## src/source/decodeTypesPkg.sv

```systemverilog
package decodeTypesPkg;

  localparam int instWidth = 32;
  localparam int regAddrWidth = 5;
  localparam int opcodeWidth = 7;

  typedef logic [instWidth-1:0] instT;
  typedef logic [regAddrWidth-1:0] regAddrT;
  typedef logic [opcodeWidth-1:0] opcodeT;

  // major opcodes of the base integer set
  localparam opcodeT opLoad = 7'b0000011;
  localparam opcodeT opImm = 7'b0010011;
  localparam opcodeT opAuipc = 7'b0010111;
  localparam opcodeT opStore = 7'b0100011;
  localparam opcodeT opReg = 7'b0110011;
  localparam opcodeT opLui = 7'b0110111;
  localparam opcodeT opBranch = 7'b1100011;
  localparam opcodeT opJalr = 7'b1100111;
  localparam opcodeT opJal = 7'b1101111;

  // encoding format, picks the immediate layout and the operand routing
  typedef enum logic [2:0] {
    rFormat,
    iFormat,
    sFormat,
    bFormat,
    uFormat,
    jFormat,
    badFormat
  } instFormatT;

endpackage

```

## src/source/execTypesPkg.sv

```systemverilog
package execTypesPkg;

  // struct fields are sized for the widest core
  localparam int xlenMax = 64;

  typedef logic [xlenMax-1:0] wordT;
  typedef logic [7:0] storeMaskT;

  typedef enum logic [4:0] {
    aluAdd,
    aluSub,
    aluSll,
    aluSlt,
    aluSltu,
    aluXor,
    aluSrl,
    aluSra,
    aluOr,
    aluAnd
  } aluOpT;

  typedef enum logic [1:0] {
    jumpNone,
    jumpJal,
    jumpJalr,
    jumpBranch
  } jumpKindT;

  // everything execute needs for one instruction
  typedef struct packed {
    wordT pc;
    decodeTypesPkg::instT inst;
    aluOpT aluOp;
    wordT aluRd1;
    wordT aluRd2;
    wordT rs2Data;
    wordT imm;
    decodeTypesPkg::regAddrT waddr;
    logic wen;
    logic readFlag;
    logic writeFlag;
    storeMaskT storeMask;
    logic jalrFlag;
    logic abort;
  } idexBundleT;

  // next-pc unit computes the target from these
  typedef struct packed {
    jumpKindT kind;
    wordT pc;
    wordT imm;
    wordT rs1Data;
  } npcRequestT;

  typedef struct packed {
    wordT data;
    logic pass1;
    logic pass2;
  } bypassT;

endpackage

```

## src/source/branchResolver.sv

```systemverilog
`timescale 1ns/1ps

module branchResolver #(
  parameter int xlen = 64
) (
  input  decodeTypesPkg::instFormatT format,
  input  logic [2:0]                 func3,
  input  logic                       jalrFlag,
  input  logic [xlen-1:0]            pc,
  input  logic [xlen-1:0]            imm,
  input  logic [xlen-1:0]            rs1Data,
  input  logic [xlen-1:0]            rs2Data,
  output execTypesPkg::npcRequestT   npcReq
);
  import decodeTypesPkg::*;
  import execTypesPkg::*;

  logic equal;
  logic lessSigned;
  logic lessUnsigned;
  logic taken;
  jumpKindT kind;

  assign equal = rs1Data == rs2Data;
  assign lessSigned = $signed(rs1Data) < $signed(rs2Data);
  assign lessUnsigned = rs1Data < rs2Data;

  // 010 and 011 are not branches
  always_comb begin
    case (func3)
      3'b000: taken = equal;
      3'b001: taken = !equal;
      3'b100: taken = lessSigned;
      3'b101: taken = !lessSigned;
      3'b110: taken = lessUnsigned;
      3'b111: taken = !lessUnsigned;
      default: taken = 1'b0;
    endcase
  end

  always_comb begin
    if (jalrFlag) begin
      kind = jumpJalr;
    end else if (format == jFormat) begin
      kind = jumpJal;
    end else if (format == bFormat && taken) begin
      kind = jumpBranch;
    end else begin
      kind = jumpNone;
    end
  end

  assign npcReq = '{
    kind: kind,
    pc: xlenMax'(pc),
    imm: xlenMax'(imm),
    rs1Data: xlenMax'(rs1Data)
  };

endmodule

```

## src/source/decodeStage.sv

```systemverilog
`timescale 1ns/1ps

module decodeStage #(
  parameter int xlen = 64
) (
  input  logic                      clock,
  input  logic                      reset,
  input  decodeTypesPkg::instT      inst,
  input  logic [xlen-1:0]           pc,
  input  logic                      fetchValid,
  input  logic [xlen-1:0]           regRdata1,
  input  logic [xlen-1:0]           regRdata2,
  input  execTypesPkg::bypassT      bypass,
  input  logic                      busy1,
  input  logic                      busy2,
  input  logic                      exReady,
  output decodeTypesPkg::regAddrT   raddr1,
  output decodeTypesPkg::regAddrT   raddr2,
  output execTypesPkg::idexBundleT  idex,
  output logic                      idexValid,
  output execTypesPkg::npcRequestT  npcReq,
  output logic                      npcValid,
  output logic                      ifReady,
  output logic                      sbValid,
  output logic                      sbWen,
  output decodeTypesPkg::regAddrT   sbWaddr
);
  import decodeTypesPkg::*;
  import execTypesPkg::*;

  instFormatT format;
  logic [xlen-1:0] imm;
  logic [xlen-1:0] rs1Data;
  logic [xlen-1:0] rs2Data;
  logic [xlen-1:0] aluRd1;
  logic [xlen-1:0] aluRd2;
  aluOpT aluOp;
  logic wen;
  logic readFlag;
  logic writeFlag;
  logic jalrFlag;
  logic shamtFlag;
  storeMaskT storeMask;
  regAddrT waddr;
  idexBundleT bundle;

  assign raddr1 = inst[19:15];
  assign raddr2 = inst[24:20];
  assign waddr = inst[11:7];
  assign sbWaddr = waddr;

  instDecoder #(.xlen(xlen)) u_instDecoder (
    .inst      (inst),
    .format    (format),
    .imm       (imm),
    .aluOp     (aluOp),
    .wen       (wen),
    .readFlag  (readFlag),
    .writeFlag (writeFlag),
    .jalrFlag  (jalrFlag),
    .shamtFlag (shamtFlag),
    .storeMask (storeMask)
  );

  operandSelect #(.xlen(xlen)) u_operandSelect (
    .format    (format),
    .opcode    (inst[6:0]),
    .pc        (pc),
    .imm       (imm),
    .shamtFlag (shamtFlag),
    .jalrFlag  (jalrFlag),
    .regRdata1 (regRdata1),
    .regRdata2 (regRdata2),
    .busy1     (busy1),
    .busy2     (busy2),
    .bypass    (bypass),
    .rs1Data   (rs1Data),
    .rs2Data   (rs2Data),
    .aluRd1    (aluRd1),
    .aluRd2    (aluRd2)
  );

  branchResolver #(.xlen(xlen)) u_branchResolver (
    .format   (format),
    .func3    (inst[14:12]),
    .jalrFlag (jalrFlag),
    .pc       (pc),
    .imm      (imm),
    .rs1Data  (rs1Data),
    .rs2Data  (rs2Data),
    .npcReq   (npcReq)
  );

  // narrow data is zero-extended into the wide bundle fields
  assign bundle = '{
    pc: xlenMax'(pc),
    inst: inst,
    aluOp: aluOp,
    aluRd1: xlenMax'(aluRd1),
    aluRd2: xlenMax'(aluRd2),
    rs2Data: xlenMax'(rs2Data),
    imm: xlenMax'(imm),
    waddr: waddr,
    wen: wen,
    readFlag: readFlag,
    writeFlag: writeFlag,
    storeMask: storeMask,
    jalrFlag: jalrFlag,
    abort: (format == badFormat)
  };

  issueControl #(.xlen(xlen)) u_issueControl (
    .clock      (clock),
    .reset      (reset),
    .fetchValid (fetchValid),
    .busy1      (busy1),
    .busy2      (busy2),
    .pass1      (bypass.pass1),
    .pass2      (bypass.pass2),
    .exReady    (exReady),
    .bundleIn   (bundle),
    .ifReady    (ifReady),
    .npcValid   (npcValid),
    .sbValid    (sbValid),
    .sbWen      (sbWen),
    .idex       (idex),
    .idexValid  (idexValid)
  );

endmodule

```

## src/source/instDecoder.sv

```systemverilog
`timescale 1ns/1ps

module instDecoder #(
  parameter int xlen = 64
) (
  input  decodeTypesPkg::instT       inst,
  output decodeTypesPkg::instFormatT format,
  output logic [xlen-1:0]            imm,
  output execTypesPkg::aluOpT        aluOp,
  output logic                       wen,
  output logic                       readFlag,
  output logic                       writeFlag,
  output logic                       jalrFlag,
  output logic                       shamtFlag,
  output execTypesPkg::storeMaskT    storeMask
);
  import decodeTypesPkg::*;
  import execTypesPkg::*;

  opcodeT opcode;
  logic [2:0] func3;
  logic [6:0] func7;
  logic [xlen-1:0] immI;
  logic [xlen-1:0] immS;
  logic [xlen-1:0] immB;
  logic [xlen-1:0] immU;
  logic [xlen-1:0] immJ;
  aluOpT baseOp;

  assign opcode = inst[6:0];
  assign func3 = inst[14:12];
  assign func7 = inst[31:25];

  always_comb begin
    case (opcode)
      opReg: format = rFormat;
      opImm, opLoad, opJalr: format = iFormat;
      opStore: format = sFormat;
      opBranch: format = bFormat;
      opLui, opAuipc: format = uFormat;
      opJal: format = jFormat;
      default: format = badFormat;
    endcase
  end

  // all immediates take their sign from bit 31
  assign immI = {{(xlen-12){inst[31]}}, inst[31:20]};
  assign immS = {{(xlen-12){inst[31]}}, inst[31:25], inst[11:7]};
  assign immB = {{(xlen-12){inst[31]}}, inst[7], inst[30:25], inst[11:8], 1'b0};
  assign immU = {{(xlen-32){inst[31]}}, inst[31:12], 12'b0};
  assign immJ = {{(xlen-20){inst[31]}}, inst[19:12], inst[20], inst[30:21], 1'b0};

  always_comb begin
    case (format)
      iFormat: imm = immI;
      sFormat: imm = immS;
      bFormat: imm = immB;
      uFormat: imm = immU;
      jFormat: imm = immJ;
      default: imm = '0;
    endcase
  end

  // shared by register and immediate forms, bit 30 picks arithmetic shift
  always_comb begin
    case (func3)
      3'b000: baseOp = aluAdd;
      3'b001: baseOp = aluSll;
      3'b010: baseOp = aluSlt;
      3'b011: baseOp = aluSltu;
      3'b100: baseOp = aluXor;
      3'b101: baseOp = func7[5] ? aluSra : aluSrl;
      3'b110: baseOp = aluOr;
      default: baseOp = aluAnd;
    endcase
  end

  // loads, stores, jumps and upper immediates all just add
  always_comb begin
    aluOp = aluAdd;
    if (opcode == opReg || opcode == opImm) begin
      aluOp = baseOp;
      if (opcode == opReg && func3 == 3'b000 && func7[5]) begin
        aluOp = aluSub;
      end
    end
  end

  assign readFlag = opcode == opLoad;
  assign writeFlag = opcode == opStore;
  assign jalrFlag = opcode == opJalr;
  // slli, srli and srai
  assign shamtFlag = opcode == opImm && func3[1:0] == 2'b01;
  assign wen = opcode inside {opReg, opImm, opLoad, opLui, opAuipc, opJal, opJalr};

  always_comb begin
    storeMask = '0;
    if (writeFlag) begin
      case (func3[1:0])
        2'b00: storeMask = 8'h01;
        2'b01: storeMask = 8'h03;
        2'b10: storeMask = 8'h0f;
        default: storeMask = 8'hff;
      endcase
    end
  end

  // format and write enable come from separate opcode decodes
  always_comb begin
    assert final (!(format == badFormat && wen))
      else $error("write enable raised for unknown opcode %h", opcode);
  end

endmodule

```

## src/source/issueControl.sv

```systemverilog
`timescale 1ns/1ps

module issueControl #(
  parameter int xlen = 64
) (
  input  logic                     clock,
  input  logic                     reset,
  input  logic                     fetchValid,
  input  logic                     busy1,
  input  logic                     busy2,
  input  logic                     pass1,
  input  logic                     pass2,
  input  logic                     exReady,
  input  execTypesPkg::idexBundleT bundleIn,
  output logic                     ifReady,
  output logic                     npcValid,
  output logic                     sbValid,
  output logic                     sbWen,
  output execTypesPkg::idexBundleT idex,
  output logic                     idexValid
);

  logic stall;
  logic issue;

  // a busy source with nothing on the bypass has to wait
  assign stall = (busy1 && !pass1) || (busy2 && !pass2);
  assign issue = fetchValid && !stall && exReady;

  assign ifReady = exReady && !stall;
  assign npcValid = fetchValid && !stall;

  // scoreboard marks rd busy as the instruction leaves decode
  assign sbValid = fetchValid;
  assign sbWen = issue && bundleIn.wen;

  always_ff @(posedge clock) begin
    if (reset) begin
      idexValid <= 1'b0;
    end else if (issue) begin
      idexValid <= 1'b1;
    end else if (exReady) begin
      idexValid <= 1'b0;
    end
  end

  always_ff @(posedge clock) begin
    if (issue) begin
      idex <= bundleIn;
    end
  end

  // execute may sample the bundle any time while it stalls
  assert property (@(posedge clock) disable iff (reset)
    idexValid && !exReady |=> $stable(idex))
    else $error("idex changed under back-pressure");

endmodule

```

## src/source/operandSelect.sv

```systemverilog
`timescale 1ns/1ps

module operandSelect #(
  parameter int xlen = 64
) (
  input  decodeTypesPkg::instFormatT format,
  input  decodeTypesPkg::opcodeT     opcode,
  input  logic [xlen-1:0]            pc,
  input  logic [xlen-1:0]            imm,
  input  logic                       shamtFlag,
  input  logic                       jalrFlag,
  input  logic [xlen-1:0]            regRdata1,
  input  logic [xlen-1:0]            regRdata2,
  input  logic                       busy1,
  input  logic                       busy2,
  input  execTypesPkg::bypassT       bypass,
  output logic [xlen-1:0]            rs1Data,
  output logic [xlen-1:0]            rs2Data,
  output logic [xlen-1:0]            aluRd1,
  output logic [xlen-1:0]            aluRd2
);
  import decodeTypesPkg::*;

  localparam int shamtWidth = $clog2(xlen);
  localparam logic [xlen-1:0] linkOffset = 4;

  logic [xlen-1:0] shamt;

  // forwarded data only counts for a busy register, so a write to x0
  // in flight never leaks into a read of x0
  assign rs1Data = (busy1 && bypass.pass1) ? bypass.data[xlen-1:0] : regRdata1;
  assign rs2Data = (busy2 && bypass.pass2) ? bypass.data[xlen-1:0] : regRdata2;

  // srai carries bit 30 in the immediate, strip it
  assign shamt = xlen'(imm[shamtWidth-1:0]);

  always_comb begin
    case (format)
      jFormat: begin
        aluRd1 = pc;
        aluRd2 = linkOffset;
      end
      iFormat: begin
        aluRd1 = jalrFlag ? pc : rs1Data;
        if (jalrFlag) begin
          aluRd2 = linkOffset;
        end else if (shamtFlag) begin
          aluRd2 = shamt;
        end else begin
          aluRd2 = imm;
        end
      end
      sFormat: begin
        aluRd1 = rs1Data;
        aluRd2 = imm;
      end
      uFormat: begin
        // lui adds to zero
        aluRd1 = (opcode == opAuipc) ? pc : '0;
        aluRd2 = imm;
      end
      rFormat: begin
        aluRd1 = rs1Data;
        aluRd2 = rs2Data;
      end
      default: begin
        aluRd1 = '0;
        aluRd2 = '0;
      end
    endcase
  end

endmodule

```

## config.mk

```make
export PLATFORM = sky130hd
export DESIGN_NAME = decodeStage
export DESIGN_NICKNAME = d
export VERILOG_FILES = /design/src/source/decodeTypesPkg.sv /design/src/source/execTypesPkg.sv /design/src/source/branchResolver.sv /design/src/source/decodeStage.sv /design/src/source/instDecoder.sv /design/src/source/issueControl.sv /design/src/source/operandSelect.sv
export SDC_FILE = /design/constraint.sdc
export NUM_CORES = 1
export LEC_CHECK = 0
export BUFFER_PORTS_ARGS = -buffer_cell sky130_fd_sc_hd__buf_2
export CELL_PAD_IN_SITES_DETAIL_PLACEMENT = 0
export CELL_PAD_IN_SITES_GLOBAL_PLACEMENT = 1
export CORE_AREA = 4 4 343 345
export DETAILED_ROUTE_END_ITERATION = 8
export DIE_AREA = 0 0 347 349
export GPL_TIMING_DRIVEN = 0
export PLACE_DENSITY = 0.41
export SETUP_SLACK_MARGIN = 0.05
export SYNTH_ARGS = -nofsm -noshare
export SYNTH_HDL_FRONTEND = slang
export SYNTH_SLANG_ARGS = --single-unit
```

## constraint.sdc

```tcl
create_clock -name clock -period 7.67 [get_ports clock]
set_input_delay 0.3835 -clock clock [delete_from_list [all_inputs] [get_ports clock]]
set_output_delay 0.3835 -clock clock [all_outputs]
set_load 0.005 [all_outputs]
```

== Word level (Yosys, flattened, before mapping) ==
Cells that the tools add are included.
Storage, ports and cells
  bits in registers: 376
  input bits: 296
  output and inout bits: 589
  logic and storage cells: 94
Operators by class
  magnitude comparators: 2
  eq/ne operators: 25
  mux-type cells: 20
  bitwise logic cells: 1
  reduce and logical (&&, ||, !) cells: 30
Operator list (count)
  $pmux W64 S4: 2
  $mux W64: 6
  $pmux W64 S5: 1
  $lt A64 B64 Y1: 2
  $eq A64 B64 Y1: 1
  $pmux W4 S7: 1
  $pmux W8 S3: 1
  $eq A3 B3 Y1 const B: 7
  $eq A7 B6 Y1 const B: 3
  $eq A7 B7 Y1 const B: 3
  $pmux W3 S6: 1
  $eq A7 B5 Y1 const B: 2
  $eq A3 B2 Y1 const B: 4
  $logic_and A1 B1 Y1: 12
  $reduce_or A2 Y1: 4
  $eq A7 B2 Y1 const B: 1
  $reduce_bool A7 Y1: 1
  $eq A3 B1 Y1 const B: 2
  $logic_not A1 Y1: 6
  $logic_not A3 Y1: 2
  $mux W2: 3
  $pmux W1 S6: 1
  $mux W1: 4
  $reduce_or A3 Y1: 1
  other kinds (6): 7

== Longest topological paths before layout ==
Gate-level depths: netlist of run 1.
  word-level depth: 9
  mapped depth: 13
  depth with buffers taken out: 12

== Hierarchy ==
A second synthesis of run 1 with hierarchy kept.
Unflattened totals
  cell total of the unflattened synthesis: 1526
  area, all modules: 19665.1 um^2
Modules (own cells, without submodules)
  issueControl: times used 1, cells each 386, area an instance 11379.7 um^2, sequential area each 11280.8 um^2
  operandSelect: times used 1, cells each 543, area an instance 3854.9 um^2, sequential area each 0.0 um^2
  branchResolver: times used 1, cells each 428, area an instance 3221.8 um^2, sequential area each 0.0 um^2
  instDecoder: times used 1, cells each 153, area an instance 1087.3 um^2, sequential area each 0.0 um^2
  decodeStage: times used 1, cells each 16, area an instance 121.4 um^2, sequential area each 0.0 um^2

== Least setup slack after synthesis of run 1 ==
OpenSTA, ideal clock, no wires.
  path kind: in2reg
  start point: in bypass[0] (netlist bit)
  end point: reg u_issueControl.idex[0] (netlist name)
  library setup time: 0.684 ns
  arrival time: 7.285 ns
  data required time: 6.986 ns
  setup slack: -0.299 ns
  cell stages on the path: 5
  path buffers: 0
  cell sequence: inv_1 a22oi_1 and2_1 nand2_1 inv_1
On the way
  longest elaborated chain between the ends: 6
RTL lines
  start, declared: RTL line decodeStage.sv:13  | input execTypesPkg::bypassT bypass,
  $logic_not A1 Y1: RTL line issueControl.sv:27  | assign stall = (busy1 && !pass1) || (busy2 && !pass2);
  $logic_and A1 B1 Y1: RTL line issueControl.sv:27
  $logic_or A1 B1 Y1: RTL line issueControl.sv:27
  $logic_not A1 Y1
  $logic_and A1 B1 Y1
  via npcValid: RTL line decodeStage.sv:22  | output logic npcValid,
  $logic_and A1 B1 Y1: RTL line issueControl.sv:28  | assign issue = fetchValid && !stall && exReady;
  via u_issueControl.issue: RTL line issueControl.sv:24  | logic issue;
The timed path passes the listed nets, and every way through them passes these cells.
A chain may end at the register's enable or synchronous reset.

==> results of run 1 <==
-- cell type report --
type                            instances  area [um^2]  area share, %
Tap cell                             1512         1890           7.56
Sequential cell                       334        10000           40.1
Buffer                                234         1630           6.50
Multi-Input combinational cell        536         4420           17.7
Clock inverter                         28          186          0.745
Clock buffer                           52         1150           4.61
Timing Repair Buffer                  965         5340           21.3
Antenna cell                           10         25.0          0.100
Inverter                               95          360           1.44
-- synth_stat cells (all sizes together), types with 4 or more instances --
cell type	number	area, um^2
nor2	14	52.6
a21oi	50	262
nand2b	6	37.5
a22oi	7	52.6
inv	95	357
o22ai	25	156
clkbuf	32	120
nor3	7	35.0
buf	202	1500
o21ai	52	332
mux2i	58	581
nand2	34	128
a21o	6	45.0
and2	10	63.8
nand3	12	60.1
mux2	72	811
nor4	7	56.3
nand4	15	93.8
ha	64	801
edfxtp	333	10000
a22o	69	604
and3	4	25.0
-- critical path, stage by stage --
cell      delay (ns)
buf_2           0.11
nand2_1         0.53
clkbuf_1        0.96
mux2i_1         0.73
ha_1            0.29
nand4_1         0.18
nor4_1          0.78
nand3_1         0.48
a31oi_1         0.29
nor4_1          0.12
xnor2_1         0.18
a21oi_1         0.39
o21ai_1         0.13
buf_2           0.16
-- registers in the layout, indices dropped and copies added (netlist names) --
name                      cells
u_issueControl.idexValid      1
u_issueControl.idex         333
-- through the flow --
stage / setup TNS, ns / cell area [um^2] / instances / utilization, %
2_1_floorplan: 0 / 16400 / 1199 / -
3_3_place_gp: -556.88 / 22700 / 3594 / 19.9
3_5_place_dp: 0 / 22900 / 3604 / 20.1
4_1_cts: 0 / 25000 / 3756 / 21.9
5_1_grt: 0 / 25000 / 3758 / 21.9
6_report: 0 / 25000 / 3766 / 21.9
-- where the power goes --
part           switching (mW)  leakage, nW  internal [mW]
registers              0.0286         2.81           2.12
logic                   0.462         7.37          0.350
clock network           0.872        0.666           1.11
-- kinds of logic (layout without fill, tap and decap cells) --
group                    after synthesis  in the layout
multiplexers                         130            130
AO/OA/AOI/OAI                        223            223
XOR/XNOR                               3              3
buffers and inverters                329           1374
other                                  1             11
adder cells (fa/ha/maj)               64             64
flip-flops                           334            334
AND/OR/NAND/NOR                      115            115
-- routing by layer --
metal	routed length, um	up-vias	share of wire (%)	GRT usage [%]
li1	-	6330	-	-
met2	51200	681	51	28.8
met1	38600	6854	39	18.4
met5	118	-	0.12	0
met4	1940	18	2.0	3.00
met3	7710	141	7.7	4.51
-- how the worst min path moves through the flow --
stage                             start                       end  slack, ns  cells after the start
4_1_cts                          pc[12]  u_issueControl.idex[323]      0.002                      1
3_5_place_dp   u_issueControl.idexValid  u_issueControl.idexValid       0.46                      2
3_3_place_gp   u_issueControl.idexValid  u_issueControl.idexValid       0.46                      2
2_1_floorplan                     reset  u_issueControl.idexValid       0.45                      1
6_report                         pc[10]  u_issueControl.idex[321]       0.06                      1
5_1_grt                          pc[12]  u_issueControl.idex[323]      0.004                      1
==> impl_results.md, run 1 <==
* Largest family of logic cells by synthesized area: buffers and inverters
* Crit path capture: npcReq[192]
* Fmax at 163 MHz
* Sequential share of the synthesized area at between 60% and 70%
* Initial DRC Count at 763
* DRT Pass-1 Iters at 4
* Yosys warns at 0
* Antenna-violating nets left at 0
* Total power at 4.94 mW
* Number of global-route vias before repair at 14800
* CTS Buf Count at 45
* Clock skew at 0 ns
* Dpl hpwl at 83400 um
* DR vias/cell at about 3.7
* DIE WIDTH at 347 um
* Period minus WS final at 6.15 ns
* R2r endpoint: u_issueControl.idexValid
* Quantity of hold-fixing buffers added after cts at 72
* Synth Area in Simple Gates at 3.63%
* Crit-path max FO at 10
* Launch point of the critical path: busy2
* Xor and xnor area share after synthesis at 0.160%
* Setup repair after global routing missed its margin: false
* Fraction of layout cells with a size suffix above 1 at 56.2%
* Max Buffers Root-to-Sink at 3
* Status: finished clean
* Hold crit path type: input port to flip-flop
* Final Cycle Share at 80.2%
* Worst vdd ir at 0.000140 V
* Initial antenna violation count at 55
* CP endpoint kind: primary output
* Clock Root Buffer: clkbuf_16
* R2R Path Start: u_issueControl.idexValid
* Post-synth EDFFs at between 300 and 400
* Number of placed I/O pins at 885
* Core area at around 0.11 mm^2
* Rel. slew slack at 13.5%
* Top_reg_cell synth: edfxtp_1
* Post-CTS Setup Bufs at 0
* Most frequent cells in the layout: buf_2, edfxtp_1, buf_4
* Port buffer count at 883
* Routed WL at between 90000 and 100000 um
* Async SR Flop Fraction at 0%
* Clk_lat worst skew at 0.59 ns
* Post-synthesis cell type count at just under 50
* Cells after synthesis at 1199
* Final slew viol count at 0
* Maxcap violations at 0
* Worst reg2reg setup slack at a little over 7 ns
* Total congestion overflow at 0
* Complex-gate fraction of the synthesized area at between 9 and 10%
* Adder-Cell Fraction of Synth Area at 4.88%
* Area of the die at 0.121 mm^2
* Net count after synthesis at 1559
* Clk slew on worst S/H paths at 0.05 ns
* Tightest Pin Transition at 1.30 ns
* Cell Area, Synth at roughly 0.016 mm^2
* LEAKAGE at roughly 11 nW
* H-tree depth at 2
* #FFs+latches synth at between 300 and 400
* Largest net degree at the start of global routing at 41
* Final hold slack at 0.0552 ns
* DR WL/cell at between 20 and 30 um
* Multiplexer area fraction after synthesis at 8.48%
* Clock net sink count at 334
* # resized after CTS at 0
* Worst EP required at 7.29 ns
* Startpoint Class: input port
* Mean Syn Cell Area at 13.7 um^2
* Final nets at ~2600
* Area grow syn2layout at 52.5%
* Total track usage at between 15 and 20%
* Row count at 124
* Hold Vio Cnt, Final at 0
* Fillers at 12400
* CTS tree: built
* Crit path kind: input port to primary output
* Total number of vias at 14000
* Worst reg2reg path depth at 2
* Final worst setup slack at 1.52 ns
* Starting Density at 14.4%
* Most common cell after layout, fill and taps aside: buf_2
* Final setup violation count at 0
* Arrival time of data at the critical path endpoint at 5.77 ns
* First-pass GRT wire length at 131000 um
* Die Y at approximately 350 um
* Dpl ws at 1.10 ns
* GPL Wtd Cong at 0.822
* Power density cells at 197 mW/mm^2
* # DRC at 0
Power figures use the tool's default switching activity.
==> inputs of run 2 (changes only) <==
- ABC_AREA: not set -> 1
- CORE_AREA: 4 4 343 345 -> 4 4 341 343
- DIE_AREA: 0 0 347 349 -> 0 0 345 347
- PLACE_DENSITY: 0.41 -> 0.43
- clock period: 7.67 -> 5.7 ns (I/O delays scaled with it)
==> run 2 against run 1 <==
Compared with the run above: sequential power grew 34%; clock power grew 44%; cell count grew 15%; synthesized cell count grew 44%; first-iteration DRC count grew 16%; clock skew is the same; register-to-register slack lost 2.5 ns; utilization grew 1.7 points; largest cell class unchanged; largest power group unchanged.
==> impl_results.md, run 2 <==
* Status: finished clean
* Area grow syn2layout at 50.8%
* Tightest Pin Transition at 1.36 ns
* Initial antenna violation count at 33
* #FFs+latches synth at roughly 330
* Die Y at 347 um
* Post-synthesis cell type count at 41
* Launch point of the critical path: busy2
* Initial DRC Count at 888
* Clock net sink count at around 330
* Power density cells at approximately 260 mW/mm^2
* DRT Pass-1 Iters at 4
* Commonest cells in the netlist: edfxtp_1, nand2_1, inv_1
* Routed WL at 110000 um
* Arrival time of data at the critical path endpoint at 4.82 ns
* Worst vdd ir at about 0.00019 V
* Seq. cell area at 0.0100 mm^2
* Net count after synthesis at roughly 2100
* LEAKAGE at 11.8 nW
* Footprint of the multi-input gates at 0.00530 mm^2
* Top_reg_cell synth: edfxtp_1
* Max Buffers Root-to-Sink at 3
* Number of global-route vias before repair at ~17000
* Starting Density at 15.7%
* # DRC at 0
* Final slew viol count at 0
* CTS tree: built
* Final Cycle Share at 89.6%
* Post-route insts no fill at 4325
* Fraction of layout cells with a size suffix above 1 at 44.8%
* Cell with the most instances after synthesis: edfxtp_1
* Comb pwr share at 16.8%
* CTS Buf Count at 45
* Area leader, netlist: edfxtp_1
* DR vias/cell at 3.80
* Total number of vias at between 15000 and 20000
* Cell Area, Synth at roughly 0.018 mm^2
* Top Registers: u_issueControl.idex (333), u_issueControl.idexValid (1)
* Post-CTS Setup Bufs at 0
* DR WL/cell at ~25 um
* Core area at 0.114 mm^2
* Placed cells at around 4100
* Dpl hpwl at 91100 um
* H-tree depth at 2
* Number of placed I/O pins at 885
* Post-synth EDFFs at between 300 and 400
* CP endpoint kind: primary output
* Cells after synthesis at 1730
* Mean Syn Cell Area at about 10 um^2
* Total track usage at 17.7%
* Clk_lat worst skew at 0.59 ns
* Sequential power share at 41.8%
* Most common cell after layout, fill and taps aside: buf_2
* Setup repair after global routing missed its margin: false
* Maxcap violations at 0
* DIE WIDTH at 345 um
* Max FFs per register at approximately 330
* GPL Wtd Cong at 0.765
* Port buffer count at 883
* Total congestion overflow at 0
* Crit path kind: input port to primary output
* Area of the die at 0.120 mm^2
* Internal power at about 5.0 mW
* Switching share of power at between 20% and 30%
* Sequential share of the synthesized area at a little under three fifths
* Period minus WS final at slightly above 5 ns
* Fmax at 196 MHz
* Worst EP required at roughly 5.4 ns
* First-pass GRT wire length at 147000 um
* Total power at 6.90 mW
* Yosys warns at 0
* Most frequent cells in the layout: buf_2, edfxtp_1, nand2_1
* R2R Path Start: u_issueControl.idexValid
* Sw Pwr at roughly 1.9 mW
* Clk slew on worst S/H paths at 0.05 ns
* Clock skew at 0 ns
* Async SR Flop Fraction at 0%
* Antenna-violating nets left at 0
* Top-area cell type share of the netlist area at between 50% and 60%
* Crit-path max FO at 11
* Hold Vio Cnt, Final at 0
* Largest Register: u_issueControl.idex
* Hold crit path type: input port to flip-flop
* Rel. slew slack at 8.82%
* Final nets at around 3100
* Largest net degree at the start of global routing at 41
* Area contributors post-synth: edfxtp_1, buf_4, nand2_1, ha_1, inv_1
* Worst hold start: pc[11]
* Fillers at 12600
* Row count at 124
* Clock Root Buffer: clkbuf_16
* Clock power frac at 41.5%
* Final setup violation count at 0
* Startpoint Class: input port
## run 2: changes by cell type after synthesis, moves of 57 or more
cell      before  now
nand2_1       34  327
o21ai_0       18  151
inv_1         95  209
nor2_1        14   98
a22o_1        69    1
mux2i_1       58    0
o211ai_1       1   58
## run 2: path summary, 6_finish.rpt
path | end | slack, ns | depth (start not counted)
setup / recovery | npcReq[193] | 0.59 | 21
hold / removal | u_issueControl.idex[322] | 0.03 | 1
hold reg to reg | u_issueControl.idexValid | 1.02 | 3
setup reg to reg | u_issueControl.idexValid | 4.58 | 3
## run 2: area by class of cell
cell class	instances	share of cell area [%]
Multi-Input combinational cell	925	19.8
Buffer	251	6.25
Tap cell	1512	7.05
Inverter	219	3.13
Antenna cell	9	0.0840
Sequential cell	334	37.4
Clock inverter	23	0.872
Timing Repair Buffer	992	21.0
Clock buffer	60	4.52
## run 2: repair_timing
action,4_1_cts,5_1_grt
hold endpoints to repair,120,0
endpoints found under the setup margin,2,2
hold buffers,97,0
cloned,0,0
gates resized for setup,6,1
## run 2: cell families (layout without fill, tap and decap cells)
kind of cell,count (synthesis),count (layout),share of synthesized area [%]
adder cells (fa/ha/maj),64,64,4.50
flip-flops,334,334,56.3
buffers and inverters,471,1545,14.0
AND/OR/NAND/NOR,478,478,10.8
multiplexers,56,56,3.54
AO/OA/AOI/OAI,326,326,10.7
other,1,10,0.0211
## run 2: layer usage
metal  track usage [%]  vias to the layer above  routed length [um]
li1                  -                     7833                   -
met1              21.6                     7824               45500
met2              31.1                      667               54700
met3              5.20                       98                7800
met4              3.80                        8                2050
met5                 0                        -                  47
## run 2: stage by stage
step	setup WS (ns)	util (%)	hold WS, ns	setup TNS [ns]	cell area [um^2]
2_1_floorplan	-0.308	-	0.354	-102.71	17800
3_3_place_gp	-4.50	21.3	0.445	-1473.55	24100
3_5_place_dp	-0.579	21.5	0.450	-1.15	24400
4_1_cts	0.220	23.6	0.0103	0	26800
5_1_grt	0.108	23.6	0.0199	0	26800
6_report	0.590	23.6	0.0295	0	26800
## run 2: critical path: stages
cell and delay [ns]:
buf_2 0.15, nand2_1 0.49, clkbuf_1 0.52, clkbuf_2 0.49, nand2_1 0.09, o21ai_0 0.31, ha_1 0.36, a21oi_1 0.13
o21a_1 0.13, nand2_1 0.11, nand2_1 0.09, nand2_1 0.08, a21oi_1 0.62, nand2_1 0.23, nand2_1 0.15, nand2_1 0.06
nand2_1 0.05, nand3_1 0.10, nand2_1 0.10, nand2_1 0.05, buf_2 0.17
## run 2: power groups by stage
stage / Clock [mW] / Sequential [mW] / Combinational, mW
finish: 2.86 / 2.88 / 1.16
global route: 3.07 / 2.89 / 1.29
CTS: 2.99 / 2.88 / 1.20
detailed placement: 0 / 2.93 / 1.15
global placement: 0 / 2.97 / 1.13
floorplan: 0 / 2.98 / 0.416
